==> src/arm_consts.svh <==
`ifndef ARM_CONSTS_SVH
`define ARM_CONSTS_SVH

// Instruction class in bits 27:26
`define ARM_OP_DP   2'b00
`define ARM_OP_MEM  2'b01
`define ARM_OP_BR   2'b10

`define ARM_COND_AL 4'b1110  // Always
`define ARM_PC_REG  4'd15    // r15 is the PC

// Data-processing opcodes, bits 24:21
`define ARM_OPC_AND 4'b0000
`define ARM_OPC_EOR 4'b0001
`define ARM_OPC_SUB 4'b0010
`define ARM_OPC_RSB 4'b0011
`define ARM_OPC_ADD 4'b0100
`define ARM_OPC_ADC 4'b0101
`define ARM_OPC_SBC 4'b0110
`define ARM_OPC_RSC 4'b0111
`define ARM_OPC_TST 4'b1000
`define ARM_OPC_TEQ 4'b1001
`define ARM_OPC_CMP 4'b1010
`define ARM_OPC_CMN 4'b1011
`define ARM_OPC_ORR 4'b1100
`define ARM_OPC_MOV 4'b1101
`define ARM_OPC_BIC 4'b1110
`define ARM_OPC_MVN 4'b1111

`endif

==> src/verilog/armCtrlPkg.sv <==
package armCtrlPkg;

  typedef logic [31:0] instrWord;
  typedef logic [31:0] dataWord;
  typedef logic [3:0]  regNum;
  typedef logic [3:0]  condCode;
  typedef logic [3:0]  aluCtrl;

  // Same bit order as the CPSR top nibble
  typedef struct packed {
    logic n;
    logic z;
    logic c;
    logic v;
  } nzcvFlags;

  typedef struct packed {
    logic       aluSrc;      // Immediate operand B
    aluCtrl     aluControl;
    logic [1:0] flagWrite;   // [1] NZ enable, [0] CV enable
    logic       branch;
    logic       memWrite;
    logic       regWrite;
    logic       memtoReg;
    logic       pcSrc;       // Instruction writes the PC
    condCode    cond;
  } decodeCtrl;

  // Registers read and written by the D instruction
  typedef struct packed {
    regNum rn;
    regNum rm;
    regNum rd;
  } regUse;

  typedef struct packed {
    logic regWrite;
    logic memtoReg;
    logic pcSrc;
  } wbCtrl;

endpackage

==> src/verilog/instrDecoder.sv <==
`timescale 1ns/10ps
`include "arm_consts.svh"

module instrDecoder (
  input  logic                  clk,
  input  logic                  reset,
  input  armCtrlPkg::instrWord  instrF,
  input  logic                  stallD,
  input  logic                  flushD,
  output armCtrlPkg::decodeCtrl ctrlD,
  output armCtrlPkg::regUse     regsD,
  output armCtrlPkg::dataWord   immD,
  output logic [1:0]            immSrcD,
  output logic [1:0]            regSrcD
);

  armCtrlPkg::instrWord instrD;
  armCtrlPkg::aluCtrl   opcodeD;
  logic [9:0] controlsD;
  logic aluSrcD, memtoRegD, regWriteD, memWriteD, branchD, aluOpD;
  logic isNopD, arithD;

  // Flush wins over stall
  always_ff @(posedge clk) begin
    if (reset || flushD) begin
      instrD <= '0;
    end else if (!stallD) begin
      instrD <= instrF;
    end
  end

  // All-zero word is ANDEQ r0,r0,r0 and serves as the bubble
  assign isNopD  = (instrD == '0);
  assign opcodeD = instrD[24:21];

  // regSrc, immSrc, aluSrc, memtoReg, regWrite, memWrite, branch, aluOp
  always_comb begin
    controlsD = '0;
    if (!isNopD) begin
      case (instrD[27:26])
        `ARM_OP_DP:  controlsD = instrD[25] ? 10'b00_00_101001 : 10'b00_00_001001;
        `ARM_OP_MEM: controlsD = instrD[20] ? 10'b00_01_111000 : 10'b10_01_100100; // LDR : STR
        `ARM_OP_BR:  controlsD = 10'b01_10_100010;
        default:     controlsD = '0;  // Class 11 not implemented
      endcase
    end
  end

  assign {regSrcD, immSrcD, aluSrcD, memtoRegD,
          regWriteD, memWriteD, branchD, aluOpD} = controlsD;

  always_comb begin
    case (opcodeD)
      `ARM_OPC_SUB, `ARM_OPC_RSB, `ARM_OPC_ADD, `ARM_OPC_ADC,
      `ARM_OPC_SBC, `ARM_OPC_RSC, `ARM_OPC_CMP, `ARM_OPC_CMN: arithD = 1'b1;
      default: arithD = 1'b0;
    endcase
  end

  always_comb begin
    ctrlD.aluSrc     = aluSrcD;
    ctrlD.aluControl = aluOpD ? opcodeD : `ARM_OPC_ADD;  // Address add otherwise
    ctrlD.flagWrite  = aluOpD ? {instrD[20], instrD[20] & arithD} : 2'b00;
    ctrlD.branch     = branchD;
    ctrlD.memWrite   = memWriteD;
    ctrlD.regWrite   = regWriteD;
    ctrlD.memtoReg   = memtoRegD;
    ctrlD.pcSrc      = branchD | (regWriteD & (instrD[15:12] == `ARM_PC_REG));
    ctrlD.cond       = instrD[31:28];
  end

  always_comb begin
    case (immSrcD)
      2'b00:   immD = {24'b0, instrD[7:0]};
      2'b01:   immD = {20'b0, instrD[11:0]};                   // LDR/STR offset
      2'b10:   immD = {{6{instrD[23]}}, instrD[23:0], 2'b00};  // Branch word offset
      default: immD = '0;
    endcase
  end

  // Branch reads the PC as rn, STR reads rd as store data
  // Immediate forms report the PC as rm so their immediate bits never match
  assign regsD.rn = regSrcD[0] ? `ARM_PC_REG : instrD[19:16];
  assign regsD.rm = regSrcD[1] ? instrD[15:12] :
                    (aluSrcD ? `ARM_PC_REG : instrD[3:0]);
  assign regsD.rd = instrD[15:12];

endmodule

==> src/verilog/condUnit.sv <==
`timescale 1ns/10ps
`include "arm_consts.svh"

module condUnit (
  input  logic                 clk,
  input  logic                 reset,
  input  logic                 stallE,
  input  armCtrlPkg::condCode  cond,
  input  logic [1:0]           flagWrite,
  input  armCtrlPkg::nzcvFlags aluFlags,
  output logic                 condEx,
  output armCtrlPkg::nzcvFlags flags
);

  armCtrlPkg::nzcvFlags flagsNext;
  logic ge;

  assign ge = (flags.n == flags.v);

  always_comb begin
    case (cond)
      4'b0000:      condEx = flags.z;               // EQ
      4'b0001:      condEx = ~flags.z;              // NE
      4'b0010:      condEx = flags.c;               // CS
      4'b0011:      condEx = ~flags.c;              // CC
      4'b0100:      condEx = flags.n;               // MI
      4'b0101:      condEx = ~flags.n;              // PL
      4'b0110:      condEx = flags.v;               // VS
      4'b0111:      condEx = ~flags.v;              // VC
      4'b1000:      condEx = flags.c & ~flags.z;    // HI
      4'b1001:      condEx = ~flags.c | flags.z;    // LS
      4'b1010:      condEx = ge;                    // GE
      4'b1011:      condEx = ~ge;                   // LT
      4'b1100:      condEx = ~flags.z & ge;         // GT
      4'b1101:      condEx = flags.z | ~ge;         // LE
      `ARM_COND_AL: condEx = 1'b1;
      default:      condEx = 1'b0;                  // 1111 never executes
    endcase
  end

  // NZ and CV update independently
  assign {flagsNext.n, flagsNext.z} = (flagWrite[1] & condEx) ?
                                      {aluFlags.n, aluFlags.z} : {flags.n, flags.z};
  assign {flagsNext.c, flagsNext.v} = (flagWrite[0] & condEx) ?
                                      {aluFlags.c, aluFlags.v} : {flags.c, flags.v};

  always_ff @(posedge clk) begin
    if (reset) begin
      flags <= '0;
    end else if (!stallE) begin
      flags <= flagsNext;
    end
  end

endmodule

==> src/verilog/aluCore.sv <==
`timescale 1ns/10ps
`include "arm_consts.svh"

module aluCore (
  input  armCtrlPkg::dataWord  srcA,
  input  armCtrlPkg::dataWord  srcB,
  input  armCtrlPkg::aluCtrl   aluControl,
  input  logic                 carryIn,
  output armCtrlPkg::dataWord  result,
  output armCtrlPkg::nzcvFlags aluFlags
);

  armCtrlPkg::dataWord addA, addB, logicRes;
  logic [32:0] sum;
  logic addCin, isArith, overflow;

  // One adder for all arithmetic ops, operands swapped or inverted per opcode
  always_comb begin
    addA     = srcA;
    addB     = srcB;
    addCin   = 1'b0;
    isArith  = 1'b1;
    logicRes = '0;
    case (aluControl)
      `ARM_OPC_AND, `ARM_OPC_TST: begin
        isArith  = 1'b0;
        logicRes = srcA & srcB;
      end
      `ARM_OPC_EOR, `ARM_OPC_TEQ: begin
        isArith  = 1'b0;
        logicRes = srcA ^ srcB;
      end
      `ARM_OPC_SUB, `ARM_OPC_CMP: begin
        addB   = ~srcB;
        addCin = 1'b1;
      end
      `ARM_OPC_RSB: begin
        addA   = srcB;
        addB   = ~srcA;
        addCin = 1'b1;
      end
      `ARM_OPC_ADD, `ARM_OPC_CMN: addCin = 1'b0;
      `ARM_OPC_ADC: addCin = carryIn;
      `ARM_OPC_SBC: begin
        addB   = ~srcB;
        addCin = carryIn;  // Borrow is the inverted carry
      end
      `ARM_OPC_RSC: begin
        addA   = srcB;
        addB   = ~srcA;
        addCin = carryIn;
      end
      `ARM_OPC_ORR: begin
        isArith  = 1'b0;
        logicRes = srcA | srcB;
      end
      `ARM_OPC_MOV: begin
        isArith  = 1'b0;
        logicRes = srcB;
      end
      `ARM_OPC_BIC: begin
        isArith  = 1'b0;
        logicRes = srcA & ~srcB;
      end
      `ARM_OPC_MVN: begin
        isArith  = 1'b0;
        logicRes = ~srcB;
      end
    endcase
  end

  assign sum      = {1'b0, addA} + {1'b0, addB} + {32'b0, addCin};
  assign overflow = (addA[31] == addB[31]) & (sum[31] != addA[31]);
  assign result   = isArith ? sum[31:0] : logicRes;

  assign aluFlags.n = result[31];
  assign aluFlags.z = (result == '0);
  assign aluFlags.c = isArith ? sum[32] : carryIn;  // No shifter carry, keep C
  assign aluFlags.v = isArith & overflow;

endmodule

==> src/verilog/ctrlPipeline.sv <==
`timescale 1ns/10ps
`include "arm_consts.svh"

module ctrlPipeline (
  input  logic                  clk,
  input  logic                  reset,
  input  armCtrlPkg::decodeCtrl ctrlD,
  input  armCtrlPkg::regUse     regsD,
  input  armCtrlPkg::dataWord   immD,
  input  logic                  flushE,
  input  armCtrlPkg::nzcvFlags  aluFlags,
  output armCtrlPkg::aluCtrl    aluControlE,
  output logic                  aluSrcE,
  output logic                  carryInE,
  output logic                  branchTakenE,
  output logic                  memtoRegE,
  output logic                  memWriteM,
  output logic                  pcWrPendingF,
  output armCtrlPkg::regNum     rdE,
  output armCtrlPkg::dataWord   immE,
  output armCtrlPkg::wbCtrl     wbW,
  output armCtrlPkg::nzcvFlags  flagsE
);

  armCtrlPkg::decodeCtrl ctrlE;
  armCtrlPkg::wbCtrl     wbM;
  logic condEx, isTestE;
  logic regWriteGatedE, memWriteGatedE, pcSrcGatedE;

  // Execute stage, flush turns the entry into a bubble
  always_ff @(posedge clk) begin
    if (reset) begin
      ctrlE <= '0;
    end else begin
      ctrlE <= ctrlD;
      if (flushE) begin
        ctrlE.flagWrite <= 2'b00;
        ctrlE.branch    <= 1'b0;
        ctrlE.memWrite  <= 1'b0;
        ctrlE.regWrite  <= 1'b0;
        ctrlE.memtoReg  <= 1'b0;
        ctrlE.pcSrc     <= 1'b0;
      end
    end
  end

  always_ff @(posedge clk) begin
    rdE  <= regsD.rd;
    immE <= immD;
  end

  condUnit i_condUnit (
    .clk      (clk),
    .reset    (reset),
    .stallE   (1'b0),
    .cond     (ctrlE.cond),
    .flagWrite(ctrlE.flagWrite),
    .aluFlags (aluFlags),
    .condEx   (condEx),
    .flags    (flagsE)
  );

  always_comb begin
    case (ctrlE.aluControl)
      `ARM_OPC_TST, `ARM_OPC_TEQ, `ARM_OPC_CMP, `ARM_OPC_CMN: isTestE = 1'b1;
      default: isTestE = 1'b0;
    endcase
  end

  // Writes and branches only take effect when the condition holds
  assign regWriteGatedE = ctrlE.regWrite & condEx & ~isTestE;
  assign memWriteGatedE = ctrlE.memWrite & condEx;
  assign pcSrcGatedE    = ctrlE.pcSrc & condEx & ~isTestE;
  assign branchTakenE   = ctrlE.branch & condEx;

  always_ff @(posedge clk) begin
    if (reset) begin
      wbM       <= '0;
      memWriteM <= 1'b0;
      wbW       <= '0;
    end else begin
      wbM.regWrite <= regWriteGatedE;
      wbM.memtoReg <= ctrlE.memtoReg;
      wbM.pcSrc    <= pcSrcGatedE;
      memWriteM    <= memWriteGatedE;
      wbW          <= wbM;
    end
  end

  assign aluControlE  = ctrlE.aluControl;
  assign aluSrcE      = ctrlE.aluSrc;
  assign memtoRegE    = ctrlE.memtoReg;
  assign carryInE     = flagsE.c;
  assign pcWrPendingF = ctrlD.pcSrc | ctrlE.pcSrc | wbM.pcSrc;  // E side not yet gated

endmodule

==> src/verilog/hazardUnit.sv <==
`timescale 1ns/10ps

module hazardUnit (
  input  armCtrlPkg::regUse regsD,
  input  armCtrlPkg::regNum rdE,
  input  logic              memtoRegE,
  input  logic              pcWrPendingF,
  input  logic              branchTakenE,
  input  logic              pcSrcW,
  output logic              stallF,
  output logic              stallD,
  output logic              flushD,
  output logic              flushE
);

  logic ldUseHit, ldStall;

  // Load in E feeds an operand of the D instruction
  assign ldUseHit = (rdE == regsD.rn) | (rdE == regsD.rm);
  assign ldStall  = memtoRegE & ldUseHit;

  // Hold fetch until a pending PC write reaches W
  assign stallF = ldStall | pcWrPendingF;
  assign stallD = ldStall;

  assign flushD = pcWrPendingF | branchTakenE | pcSrcW;
  assign flushE = ldStall | branchTakenE;  // Bubble behind the load

endmodule

==> src/verilog/armCtrlPath.sv <==
`timescale 1ns/10ps

module armCtrlPath (
  input  logic                 clk,
  input  logic                 reset,
  input  armCtrlPkg::instrWord instrF,
  input  armCtrlPkg::dataWord  srcA,
  input  armCtrlPkg::dataWord  srcB,
  output logic                 stallF,
  output armCtrlPkg::dataWord  resultE,
  output armCtrlPkg::nzcvFlags flagsE,
  output logic                 branchTakenE,
  output logic                 memWriteM,
  output armCtrlPkg::wbCtrl    wbW
);

  armCtrlPkg::decodeCtrl ctrlD;
  armCtrlPkg::regUse     regsD;
  armCtrlPkg::dataWord   immD, immE, srcBE;
  armCtrlPkg::aluCtrl    aluControlE;
  armCtrlPkg::regNum     rdE;
  armCtrlPkg::nzcvFlags  aluFlags;
  logic stallD, flushD, flushE;
  logic aluSrcE, carryInE, memtoRegE, pcWrPendingF;

  instrDecoder i_instrDecoder (
    .clk    (clk),
    .reset  (reset),
    .instrF (instrF),
    .stallD (stallD),
    .flushD (flushD),
    .ctrlD  (ctrlD),
    .regsD  (regsD),
    .immD   (immD),
    .immSrcD(),
    .regSrcD()
  );

  ctrlPipeline i_ctrlPipeline (
    .clk         (clk),
    .reset       (reset),
    .ctrlD       (ctrlD),
    .regsD       (regsD),
    .immD        (immD),
    .flushE      (flushE),
    .aluFlags    (aluFlags),
    .aluControlE (aluControlE),
    .aluSrcE     (aluSrcE),
    .carryInE    (carryInE),
    .branchTakenE(branchTakenE),
    .memtoRegE   (memtoRegE),
    .memWriteM   (memWriteM),
    .pcWrPendingF(pcWrPendingF),
    .rdE         (rdE),
    .immE        (immE),
    .wbW         (wbW),
    .flagsE      (flagsE)
  );

  assign srcBE = aluSrcE ? immE : srcB;  // Immediate replaces operand B

  aluCore i_aluCore (
    .srcA      (srcA),
    .srcB      (srcBE),
    .aluControl(aluControlE),
    .carryIn   (carryInE),
    .result    (resultE),
    .aluFlags  (aluFlags)
  );

  hazardUnit i_hazardUnit (
    .regsD       (regsD),
    .rdE         (rdE),
    .memtoRegE   (memtoRegE),
    .pcWrPendingF(pcWrPendingF),
    .branchTakenE(branchTakenE),
    .pcSrcW      (wbW.pcSrc),
    .stallF      (stallF),
    .stallD      (stallD),
    .flushD      (flushD),
    .flushE      (flushE)
  );

endmodule

==> config.mk <==
export PLATFORM = sky130hd
export DESIGN_NAME = armCtrlPath
export DESIGN_NICKNAME = d
export VERILOG_FILES = /design/src/verilog/armCtrlPkg.sv /design/src/verilog/instrDecoder.sv /design/src/verilog/condUnit.sv /design/src/verilog/aluCore.sv /design/src/verilog/ctrlPipeline.sv /design/src/verilog/hazardUnit.sv /design/src/verilog/armCtrlPath.sv
export VERILOG_INCLUDE_DIRS = /design/src
export SDC_FILE = /design/constraint.sdc
export NUM_CORES = 1
export LEC_CHECK = 0
export ABC_AREA = 1
export BUFFER_PORTS_ARGS = -buffer_cell sky130_fd_sc_hd__buf_4
export CORE_MARGIN = 1.5
export CORE_UTILIZATION = 30
export DETAILED_ROUTE_END_ITERATION = 7
export GPL_TIMING_DRIVEN = 0
export PLACE_DENSITY_LB_ADDON = 0.1
export SLEW_MARGIN = 20
export SYNTH_ARGS = -nofsm -noshare
export SYNTH_HDL_FRONTEND = slang
export SYNTH_SLANG_ARGS = --single-unit
==> constraint.sdc <==
create_clock -name clk -period 4.95 [get_ports clk]
set_input_delay 0.2475 -clock clk [delete_from_list [all_inputs] [get_ports clk]]
set_output_delay 0.2475 -clock clk [all_outputs]
set_load 0.02 [all_outputs]
Yosys cells after proc, flatten, opt, wreduce, memory -nomap -nowiden:

Memory sizes are Yosys's and may differ from the RTL's. A register that Yosys moved wholly into a read port is not among the register bits.
Cells that the tools add are included.

* memories kept: 1
* word-level logic and storage cells: 144
* input port bits: 98
* ROM bits: 16
* bits in registers: 95
* output and inout bits: 42

Memories
* (name not given): words 16, bits a word 1, read ports 1, clocked after memory_dff 1, wr ports 0, RTL line instrDecoder.sv:53 `case (opcodeD)`

* eq/ne operators: 38
* multiplexer cells: 20
* reduce and logical (&&, ||, !) cells: 20
* add/sub/neg operators: 2
* bitwise operators: 39

Operators with widths (count)
* $pmux 32 s6: 1
* $mux 32: 3
* $pmux 32 s3: 1
* $and 32x32->32: 2
* $eq 4x4->1 const B: 16
* $logic_not 32->1: 2
* $not 32->32: 2
* $pmux 32 s2: 1
* $add 32x32->33: 1
* $add 33x1->33: 1
* $or 32x32->32: 1
* $xor 32x32->32: 1
* $pmux 10 s3: 1
* $eq 4x3->1 const B: 7
* $mux 10: 2
* $mux 4: 5
* $eq 4x2->1 const B: 4
* $and 1x1->1: 15
* $pmux 1 s15: 1
* $reduce_or 3->1: 5
* $or 1x1->1: 10
* $reduce_or 2->1: 5
* $eq 4x1->1 const B: 2
* $eq 4x4->1: 2
* other kinds (15): 28

Depth between registers and ports, before layout:

Gate-level depths: netlist of run 1.

* depth in word-level cells: 11
* mapped depth: 27
* depth with buffers taken out: 26

Hierarchy:

Synthesis of run 1 repeated with hierarchy kept, for this count alone.

* cells, all modules: 1815
* area total of the unflattened synthesis: 10299.9 µm²

Modules (own cells, without submodules)
* aluCore: area an instance 5830.6 µm², sequential area each 0.0 µm², times used 1, cells each 1158
* instrDecoder: area an instance 1899.3 µm², sequential area each 660.6 µm², times used 1, cells each 300
* ctrlPipeline: area an instance 1450.1 µm², sequential area each 1181.1 µm², times used 1, cells each 121
* armCtrlPath: area an instance 491.7 µm², sequential area each 0.0 µm², times used 1, cells each 104
* condUnit: area an instance 434.2 µm², sequential area each 80.1 µm², times used 1, cells each 81
* hazardUnit: area an instance 193.9 µm², sequential area each 0.0 µm², times used 1, cells each 51

Least setup slack after synthesis of run 1:

OpenSTA, ideal clock, no wires.

* path kind: flip-flop to flip-flop
* from: register i_ctrlPipeline.ctrlE, in the netlist i_ctrlPipeline.aluControlE[1]
* to: register i_ctrlPipeline.i_condUnit.flags[2] (netlist name)
* path slack: 1.239 ns
* path buffers: 2
* clock period less this slack: 3.711 ns
* arrival: 3.595 ns
* data required time: 4.834 ns
* stages on the path, launching flop included: 26
* setup time: 0.116 ns
* cells stage by stage: dfxtp_1 > nand2_1 > nor2_1 > clkbuf_1 > buf_1 > nand2_1 > o21ai_0 > fa_1 > inv_1 > fa_1 > nand2_1 > nand2_1 > nand3b_1 > nand2_1 > nand3_1 > nand2_1 > nand2_1 > nand2_1 > nand2_1 > nand2_1 > o21ai_0 > nor2_1 > nand2_1 > nor2_1 > nand2_1 > a21oi_1

* cells in the longest elaborated chain, start to end: 7
* elaborated cells between the ends (all ways): 29
* classes of those cells: add/sub (2); eq/ne (13); mux (5); reduce/logical (9)

RTL lines
* from (decl): RTL line ctrlPipeline.sv:25 `armCtrlPkg::decodeCtrl ctrlE;`
* from (signal assigned): RTL line ctrlPipeline.sv:35 `ctrlE <= ctrlD;`
* $eq 4x2->1, or another cell as far along: RTL line aluCore.sv:24 `case (aluControl)`
* $reduce_or 3->1 (no source line) or $reduce_or 2->1 (tied branches)
* $pmux 32 s2 or $mux 32 (tied branches): RTL line aluCore.sv:24
* $add 32x32->33: RTL line aluCore.sv:72 `assign sum = {1'b0, addA} + {1'b0, addB} + {32'b0, addCin};`
* $add 33x1->33: RTL line aluCore.sv:72
* $mux 32 (*): RTL line aluCore.sv:74 `assign result = isArith ? sum[31:0] : logicRes;`
* named net resultE[22]: RTL line armCtrlPath.sv:10 `output armCtrlPkg::dataWord resultE,`
* $logic_not 32->1 (*): RTL line aluCore.sv:77 `assign aluFlags.z = (result == '0);`
* to (signal assigned): RTL line condUnit.sv:51 `flags <= flagsNext;`
* to (decl): RTL line condUnit.sv:12 `output armCtrlPkg::nzcvFlags flags`

The timed path passes the listed nets; every way through them passes the cells marked *.
A chain may end at the register's enable or synchronous reset.

==> run_results.csv, run 1 <==
group,metric,value,unit
die,die-area,32100,sq um
synthesis,synth_edf_count,0,
worst_setup_path,worstPathRequired,4.70,ns
route,dr.pass1.iters,5,
route,drt-vias-per-instance,5.03,
sta,relSlewSlack,42.4,%
route,via_count,10899,
global_routing,grt_pass1_vias,10339,
route,ant_nets,0,
worst_hold_path,min_from,"reset",
pwr,p_switching,1.22,mW
synthesis,synth_seq_cells,90,
clocking,numCtsBuffers,9,
sta,rsz0062_at_grt,"false",
worst_setup_path,cp-startpoint,"i_ctrlPipeline.aluControlE[2]$_SDFF_PP0_",
pwr,p_int,1.60,mW
synthesis,yosys_most_used_dff,"dfxtp_1",
sta,setup_slack,0.348,ns
clocking,tritoncts,"built",
layout,area_delta_synth_final,19.6,%
layout,antenna_cells,0,
global_routing,use_met1,30.2,%
die,die_w,179,um
pwr,power_frac_comb,49.9,%
die,rows,64,
route,drc,0,
sta,setup_violations,0,
layout,drive_gt1_share,13.3,%
worst_setup_path,max_stage_delay,0.59,ns
clocking,cts.sinks,90,
sta,clock_skew,0.0110,ns
route,drt_iter0_markers,833,
placement,preCtsSetupSlack,-0.252,ns
die,start_util,30.5,%
worst_setup_path,arrival,4.35,ns
placement,gp_congestion,0.903,
clocking,clk_pin_slew,0.06,ns
clocking,htree_num_levels,3,
die,coreArea,30600,sq um
worst_hold_path,min_path_type,"input pin to register",
synthesis,postSynthAreaPerCell,5.77,sq um
global_routing,overflow,0,
run,drv_cap,0,
worst_setup_path,end_kind,"primary output",
synthesis,ys_seq_area_share,19.3,%
sta,timing.final.crit_share,93.0,%
global_routing,grt_pass1_wl,57.3,mm
pwr,total_power,2.82,mW
sta,fin_crit,4.60,ns
layout,design_area,11100,sq um
synthesis,netlist_area,9320,sq um
pwr,switching_share,43.3,%
global_routing,busiest_layer,"met2",
global_routing,use_met2,40.6,%
sta,drv_slew,0,
pwr,p_seq_share,28.0,%
sta,hold_viol_final,0,
worst_setup_path,cp_cell_sequence,"nand2_2, nand2_1, buf_1, nor2_1, a21oi_1, o21ai_0, ha_1, a21oi_1, o21ai_0, a21oi_1, nand2_1, nand3_1, nand2_1, nand2_1, nand3_1, nand2_1, inv_1, buf_4, buf_4",
status,status,"finished clean",
layout,stdcell_count,2166,
layout,final_common_cell,"nand2_1",
clocking,clkLatencyLatePin,0.34,ns
clocking,cts.path.max_buffers,2,
route,wl_per_cell,17.3,um
worst_setup_path,critical_path.top_delay_family,"simple AND/OR/NAND/NOR gates",
die,dieHeight,179,um
synthesis,synthArstFlopShare,0,%
global_routing,gr-usage-met3,2.37,%
global_routing,grt_max_degree,15,
placement,place_hpwl,31.0,mm
placement,portBuffers,139,
sta,tightestPinTransition,0.864,ns
worst_setup_path,start_kind,"register",
worst_setup_path,cp_max_fo,10,
synthesis,ys_types,54,
global_routing,grt_usage,23.5,%
pwr,p_leak,5.63,nW
global_routing,antenna_found_initial,0,
route,wl,37.5,mm
clocking,cts_hold_buf,0,
placement,placedInstanceArea,10900,sq um
worst_setup_path,crit_type,"register to primary output",
worst_setup_path,critPathBufInv,4,
worst_setup_path,cp_slowest_cell,"buf_1",
clocking,cts-root-buf,"clkbuf_16",
pwr,clkPwrFrac,22.1,%
worst_setup_path,reg2reg_from,"i_ctrlPipeline.aluControlE[0]$_SDFF_PP0_",
synthesis,synth_fp_nets,1784,
layout,final_cell_mix,"nand2_1, inv_1, nor2_1",
pwr,power_per_cell_area,253,nW/um^2
pwr,ir_worst_vdd,0.157,mV
placement,place_inst,2150,
synthesis,yosysWarningCount,0,
synthesis,syn_inst,1615,
sta,fmax,217,MHz
worst_setup_path,crit_top_cell,"nand2_1",
layout,final_nets,1934,
die,boundaryPins,140,
-- sequential cells by signal, summed over array words and instances, names as in the netlist --
signal and count:
i_ctrlPipeline.aluControlE 4, i_ctrlPipeline.aluSrcE 1, i_ctrlPipeline.ctrlE 10, i_ctrlPipeline.i_condUnit.flags 4, i_ctrlPipeline.immE 26, i_ctrlPipeline.memWriteM 1, i_ctrlPipeline.memtoRegE 1, i_ctrlPipeline.rdE 4
i_ctrlPipeline.wbM 3, i_ctrlPipeline.wbW 3, i_instrDecoder.arithD 1, i_instrDecoder.instrD 32
-- kinds of logic (layout without fill, tap and decap cells) --
group	Yosys count	after routing	share of synthesized area (%)
buf+inv	296	451	13.0
fa+ha+maj	71	71	9.70
compound gates	367	367	22.2
flops	90	90	19.3
xor+xnor	15	15	1.41
simple gates	776	776	34.4
-- through the flow --
step           util (%)  hold slack [ns]  setup TNS, ns
3_5_place_dp       35.5            0.377         -0.252
2_1_floorplan         -            0.317              0
3_3_place_gp       35.5            0.374         -0.186
6_report           36.4            0.134              0
4_1_cts            36.4            0.124              0
5_1_grt            36.4            0.139              0
-- worst register-to-register path, delay by kind of cell (launching register included) --
kind	cells	cell delay, ns
fa+ha+maj	2	0.65
flops	1	0.32
compound gates	2	0.26
simple gates	17	2.30
buf+inv	4	0.95
-- final timing paths --
path / end / slack [ns] / depth (start not counted)
min reg2reg: i_ctrlPipeline.rdE[3]$_DFF_P_ / 0.39 / 0
max: resultE[31] / 0.35 / 19
min: i_ctrlPipeline.i_condUnit.flags[2]$_SDFFE_PP0P_ / 0.13 / 2
max reg2reg: i_ctrlPipeline.i_condUnit.flags[2]$_SDFFE_PP0P_ / 0.42 / 25
-- final cells by class --
| type | count | area (sq um) |
|---|---|---|
| multi-input cells | 1229 | 6310 |
| clock buffers | 12 | 246 |
| well taps | 396 | 495 |
| flip-flops and latches | 90 | 1800 |
| plain buffers | 61 | 339 |
| inverters | 235 | 882 |
| fillers | 3453 | 19400 |
| clock inverters | 4 | 27.5 |
| repair buffers | 139 | 1040 |
-- Yosys cell counts (3+ instances only) --
| master | number | area share (%) |
|---|---|---|
| nand2_1 | 441 | 18 |
| inv_1 | 223 | 9.0 |
| nor2_1 | 179 | 7.2 |
| o21ai_0 | 151 | 8.1 |
| a21oi_1 | 132 | 7.1 |
| dfxtp_1 | 90 | 19 |
| nand3_1 | 88 | 4.7 |
| ha_1 | 69 | 9.3 |
| clkbuf_1 | 24 | 0.97 |
| buf_2 | 20 | 1.1 |
| o22ai_1 | 19 | 1.3 |
| nor3_1 | 18 | 0.97 |
| nand4_1 | 13 | 0.87 |
| o2111ai_1 | 12 | 1.1 |
| o21ai_2 | 12 | 1.1 |
| inv_2 | 11 | 0.44 |
| xor2_1 | 11 | 1.0 |
| buf_4 | 8 | 0.64 |
| nand3b_1 | 8 | 0.64 |
| o211ai_1 | 7 | 0.56 |
| nand2_2 | 6 | 0.40 |
| nor4_1 | 6 | 0.40 |
| a211oi_1 | 5 | 0.40 |
| o21ai_1 | 5 | 0.27 |
| buf_6 | 4 | 0.48 |
| o21bai_1 | 4 | 0.32 |
| or2_1 | 4 | 0.27 |
| xnor2_1 | 4 | 0.38 |
| a22oi_1 | 3 | 0.24 |
| a31oi_1 | 3 | 0.20 |
| o221ai_1 | 3 | 0.28 |
-- power groups by stage --
stage / Clock [mW] / Combinational (mW) / Sequential (mW)
floorplan: 0 / 0.915 / 0.799
global route: 0.673 / 1.58 / 0.794
detailed placement: 0 / 1.40 / 0.805
global placement: 0 / 1.39 / 0.805
CTS: 0.642 / 1.40 / 0.789
finish: 0.624 / 1.41 / 0.789
-- metal layers --
metal / share of wire, % / up-vias
met2: 48 / 311
met5: 0 / -
met1: 45 / 4972
met3: 4.6 / 59
li1: - / 5557
met4: 2.9 / 0
-- what timing repair did --
item                       in CTS  in global routing
setup endpoints to repair       8                  5
resized for setup               3                 12
setup buffers                   0                  0
Note: power is estimated with default switching activity, not from simulation.
==> run 2: changes to the inputs <==
ABC_AREA = unset   (was 1)
CTS_BUF_LIST = sky130_fd_sc_hd__clkbuf_4 sky130_fd_sc_hd__clkbuf_8   (was unset)
==> run_results.csv, run 2 <==
group,metric,value,unit
worst_setup_path,timing.rr.end,"i_ctrlPipeline.i_condUnit.flags[2]$_SDFFE_PP0P_",
synthesis,synth_seq_cells,90,
die,dieHeight,177,um
sta,timing.final.crit_share,95.8,%
synthesis,yosysWarningCount,0,
synthesis,yosys_most_used_dff,"dfxtp_1",
placement,preCtsSetupSlack,-1.95,ns
synthesis,yosysMostFrequentCell,"nand2_1",
die,start_util,30.5,%
layout,final_nets,1517,
worst_setup_path,cp_slowest_cell,"mux2i_2",
pwr,clkPwrFrac,19.3,%
synthesis,syn_inst,1189,
clocking,cts.path.max_buffers,2,
sta,setup_slack,0.209,ns
sta,relSlewSlack,35.3,%
sta,fin_crit,4.74,ns
worst_setup_path,crit_top_cell,"buf_6",
worst_setup_path,end_kind,"primary output",
sta,setup_violations,0,
synthesis,synth_area_leader_cell,"dfxtp_1",
synthesis,postSynthAreaPerCell,7.61,sq um
synthesis,ys_types,86,
layout,nFillCells,3219,
layout,antenna_cells,0,
sta,clock_skew,0.0144,ns
die,die_w,177,um
global_routing,antenna_found_initial,2,
worst_setup_path,cp_cell_sequence,"buf_6, buf_8, buf_6, mux2i_2, nand2_1, o221ai_1, ha_2, a21oi_1, o21ai_0, a21o_1, a221o_1, a221oi_2, mux2_2, a311oi_4, buf_6",
global_routing,overflow,0,
worst_hold_path,min_from,"instrF[11]",
placement,place_inst,1718,
clocking,clkLatencyLatePin,0.36,ns
clocking,htree_num_levels,3,
synthesis,synth.area.top_cells,"dfxtp_1, ha_1, mux2i_1",
pwr,power_frac_comb,52.4,%
layout,largest_register_ffs,32,
worst_setup_path,critical_path.top_delay_family,"compound AO/OA/AOI/OAI gates",
synthesis,synthArstFlopShare,0,%
pwr,ir_worst_vdd,0.131,mV
global_routing,grt_pass1_vias,8931,
placement,portBuffers,139,
die,rows,63,
worst_setup_path,worstPathRequired,4.70,ns
worst_setup_path,cp_max_fo,10,
clocking,clk_pin_slew,0.10,ns
pwr,p_seq_share,28.3,%
pwr,p_int,1.67,mW
placement,place_hpwl,28.7,mm
worst_hold_path,min_path_type,"input pin to register",
run,drv_cap,0,
synthesis,synth_fp_nets,1358,
worst_setup_path,worst-r2r-cell-count,20,
die,boundaryPins,140,
sta,tightestPinTransition,0.947,ns
layout,drive_gt1_share,22.4,%
layout,top_register,"i_instrDecoder.instrD",
synthesis,synthTopCellsByCount,"nand2_1, nor2_1, dfxtp_1",
worst_setup_path,max_stage_delay,0.50,ns
route,drt_iter0_markers,845,
layout,final_cell_mix,"buf_4, nand2_1, nor2_1",
synthesis,synth_edf_count,0,
sta,fin_setup_tns,0,ns
placement,gp_congestion,0.901,
layout,stdcell_count,1743,
die,die-area,31200,sq um
sta,hold_viol_final,0,
route,ant_nets,0,
worst_setup_path,critPathBufInv,4,
pwr,p_switching,1.20,mW
synthesis,ys_seq_area_share,19.9,%
worst_setup_path,crit_type,"register to primary output",
clocking,cts.sinks,90,
sta,rsz0062_at_grt,"false",
clocking,tritoncts,"built",
worst_hold_path,holdPathEnd,"i_instrDecoder.instrD[11]$_SDFFE_PP0N_",
sta,drv_slew,0,
sta,fmax,211,MHz
worst_setup_path,ff2ff_setup_slack,0.24,ns
worst_setup_path,cp.depth,15,
global_routing,grt_usage,22.5,%
route,drt-vias-per-instance,5.44,
pwr,p_leak,4.74,nW
global_routing,grt_max_degree,20,
clocking,cts-root-buf,"clkbuf_8",
worst_setup_path,reg2reg_from,"i_ctrlPipeline.aluControlE[0]$_SDFF_PP0_",
synthesis,netlist_area,9050,sq um
route,wl_per_cell,20.4,um
pwr,power_per_cell_area,253,nW/um^2
layout,final_util,38.2,%
status,status,"finished clean",
route,drc,0,
synthesis,synth_top_area_share,19.9,%
route,via_count,9486,
layout,top_regs,"i_instrDecoder.instrD (32), i_ctrlPipeline.immE (26), i_ctrlPipeline.ctrlE (10)",
die,coreArea,29600,sq um
clocking,numCtsBuffers,9,
worst_hold_path,worstHoldPathCells,3,
worst_setup_path,start_kind,"register",
layout,area_delta_synth_final,25.2,%
pwr,switching_share,41.8,%
global_routing,grt_pass1_wl,53.6,mm
layout,final_common_cell,"buf_4",
route,wl,35.6,mm
worst_setup_path,arrival,4.49,ns
route,dr.pass1.iters,5,
[run 2: changes by cell type after synthesis, sizes merged, moves of 70 or more]
cell / change
mux2i: +87
nor2: -90
o21ai: -72
nand2: -300
inv: -176
nand3: -70
[run 2: logic make-up after synthesis]
family,after synthesis,share of synthesized area (%)
and+or+nand+nor,408,22.0
AOI/OAI and AO/OA,345,26.0
buffers and inverters,143,6.86
muxes,93,11.4
DFF,90,19.9
adders and majority gates,71,9.98
xor gates and xnor gates,39,3.86
[run 2: worst min-delay path: stages]
cell,delay (ns)
buf_4,0.07
mux2i_1,0.05
nor2_1,0.07
[run 2: final cells by class]
| class | instances | area, sq um | area share [%] |
|---|---|---|---|
| Buffer | 75 | 475 | 4.19 |
| Inverter | 58 | 218 | 1.92 |
| Tap cell | 390 | 488 | 4.31 |
| Multi-Input combinational cell | 956 | 6930 | 61.1 |
| Clock buffer | 9 | 124 | 1.09 |
| Timing Repair Buffer | 158 | 1200 | 10.6 |
| Clock inverter | 7 | 98.8 | 0.872 |
| Sequential cell | 90 | 1800 | 15.9 |
[run 2: timing repair]
action | 4_1_cts | 5_1_grt
resized for setup | 78 | 39
setup endpoints to repair | 33 | 10
pin swaps | 15 | 17
hold buffers | 0 | 0
buffers inserted | 15 | 4
gates cloned | 0 | 0
[run 2: power groups by stage]
stage | Clock (mW) | Combinational, mW | Sequential (mW)
floorplan | 0 | 0.911 | 0.806
global placement | 0 | 1.36 | 0.825
detailed placement | 0 | 1.36 | 0.826
CTS | 0.566 | 1.45 | 0.809
global route | 0.601 | 1.63 | 0.815
finish | 0.554 | 1.50 | 0.810
[run 2: metal layers]
layer | vias to the layer above | routed length (um) | GRT usage (%)
met5 | - | 0 | 0
met4 | 0 | 859 | 6.60
met3 | 39 | 1700 | 2.15
met2 | 266 | 16300 | 36.7
met1 | 4495 | 16700 | 31.3
li1 | 4686 | - | -
[run 2: worst max path at each step]
stage / startpoint / end / slack (ns)
6_report: i_ctrlPipeline.aluSrcE$_SDFF_PP0_ / resultE[29] / 0.21
5_1_grt: i_ctrlPipeline.aluSrcE$_SDFF_PP0_ / resultE[29] / 0.0009
4_1_cts: i_ctrlPipeline.aluControlE[1]$_SDFF_PP0_ / i_ctrlPipeline.i_condUnit.flags[2]$_SDFFE_PP0P_ / 0.02
3_5_place_dp: i_ctrlPipeline.aluControlE[1]$_SDFF_PP0_ / i_ctrlPipeline.i_condUnit.flags[2]$_SDFFE_PP0P_ / -1.95
3_3_place_gp: i_ctrlPipeline.aluControlE[1]$_SDFF_PP0_ / i_ctrlPipeline.i_condUnit.flags[2]$_SDFFE_PP0P_ / -2.08
2_1_floorplan: i_ctrlPipeline.aluControlE[1]$_SDFF_PP0_ / i_ctrlPipeline.i_condUnit.flags[2]$_SDFFE_PP0P_ / 0.14
[run 2: metrics by stage]
stage / hold slack [ns] / power [mW] / instance area (sq um)
global placement: 0.429 / 2.19 / 10600
finish: 0.111 / 2.86 / 11300
detailed placement: 0.434 / 2.19 / 10600
floorplan: 0.391 / 1.72 / 9060
global route: 0.0926 / 3.05 / 11300
CTS: 0.0943 / 2.83 / 11200
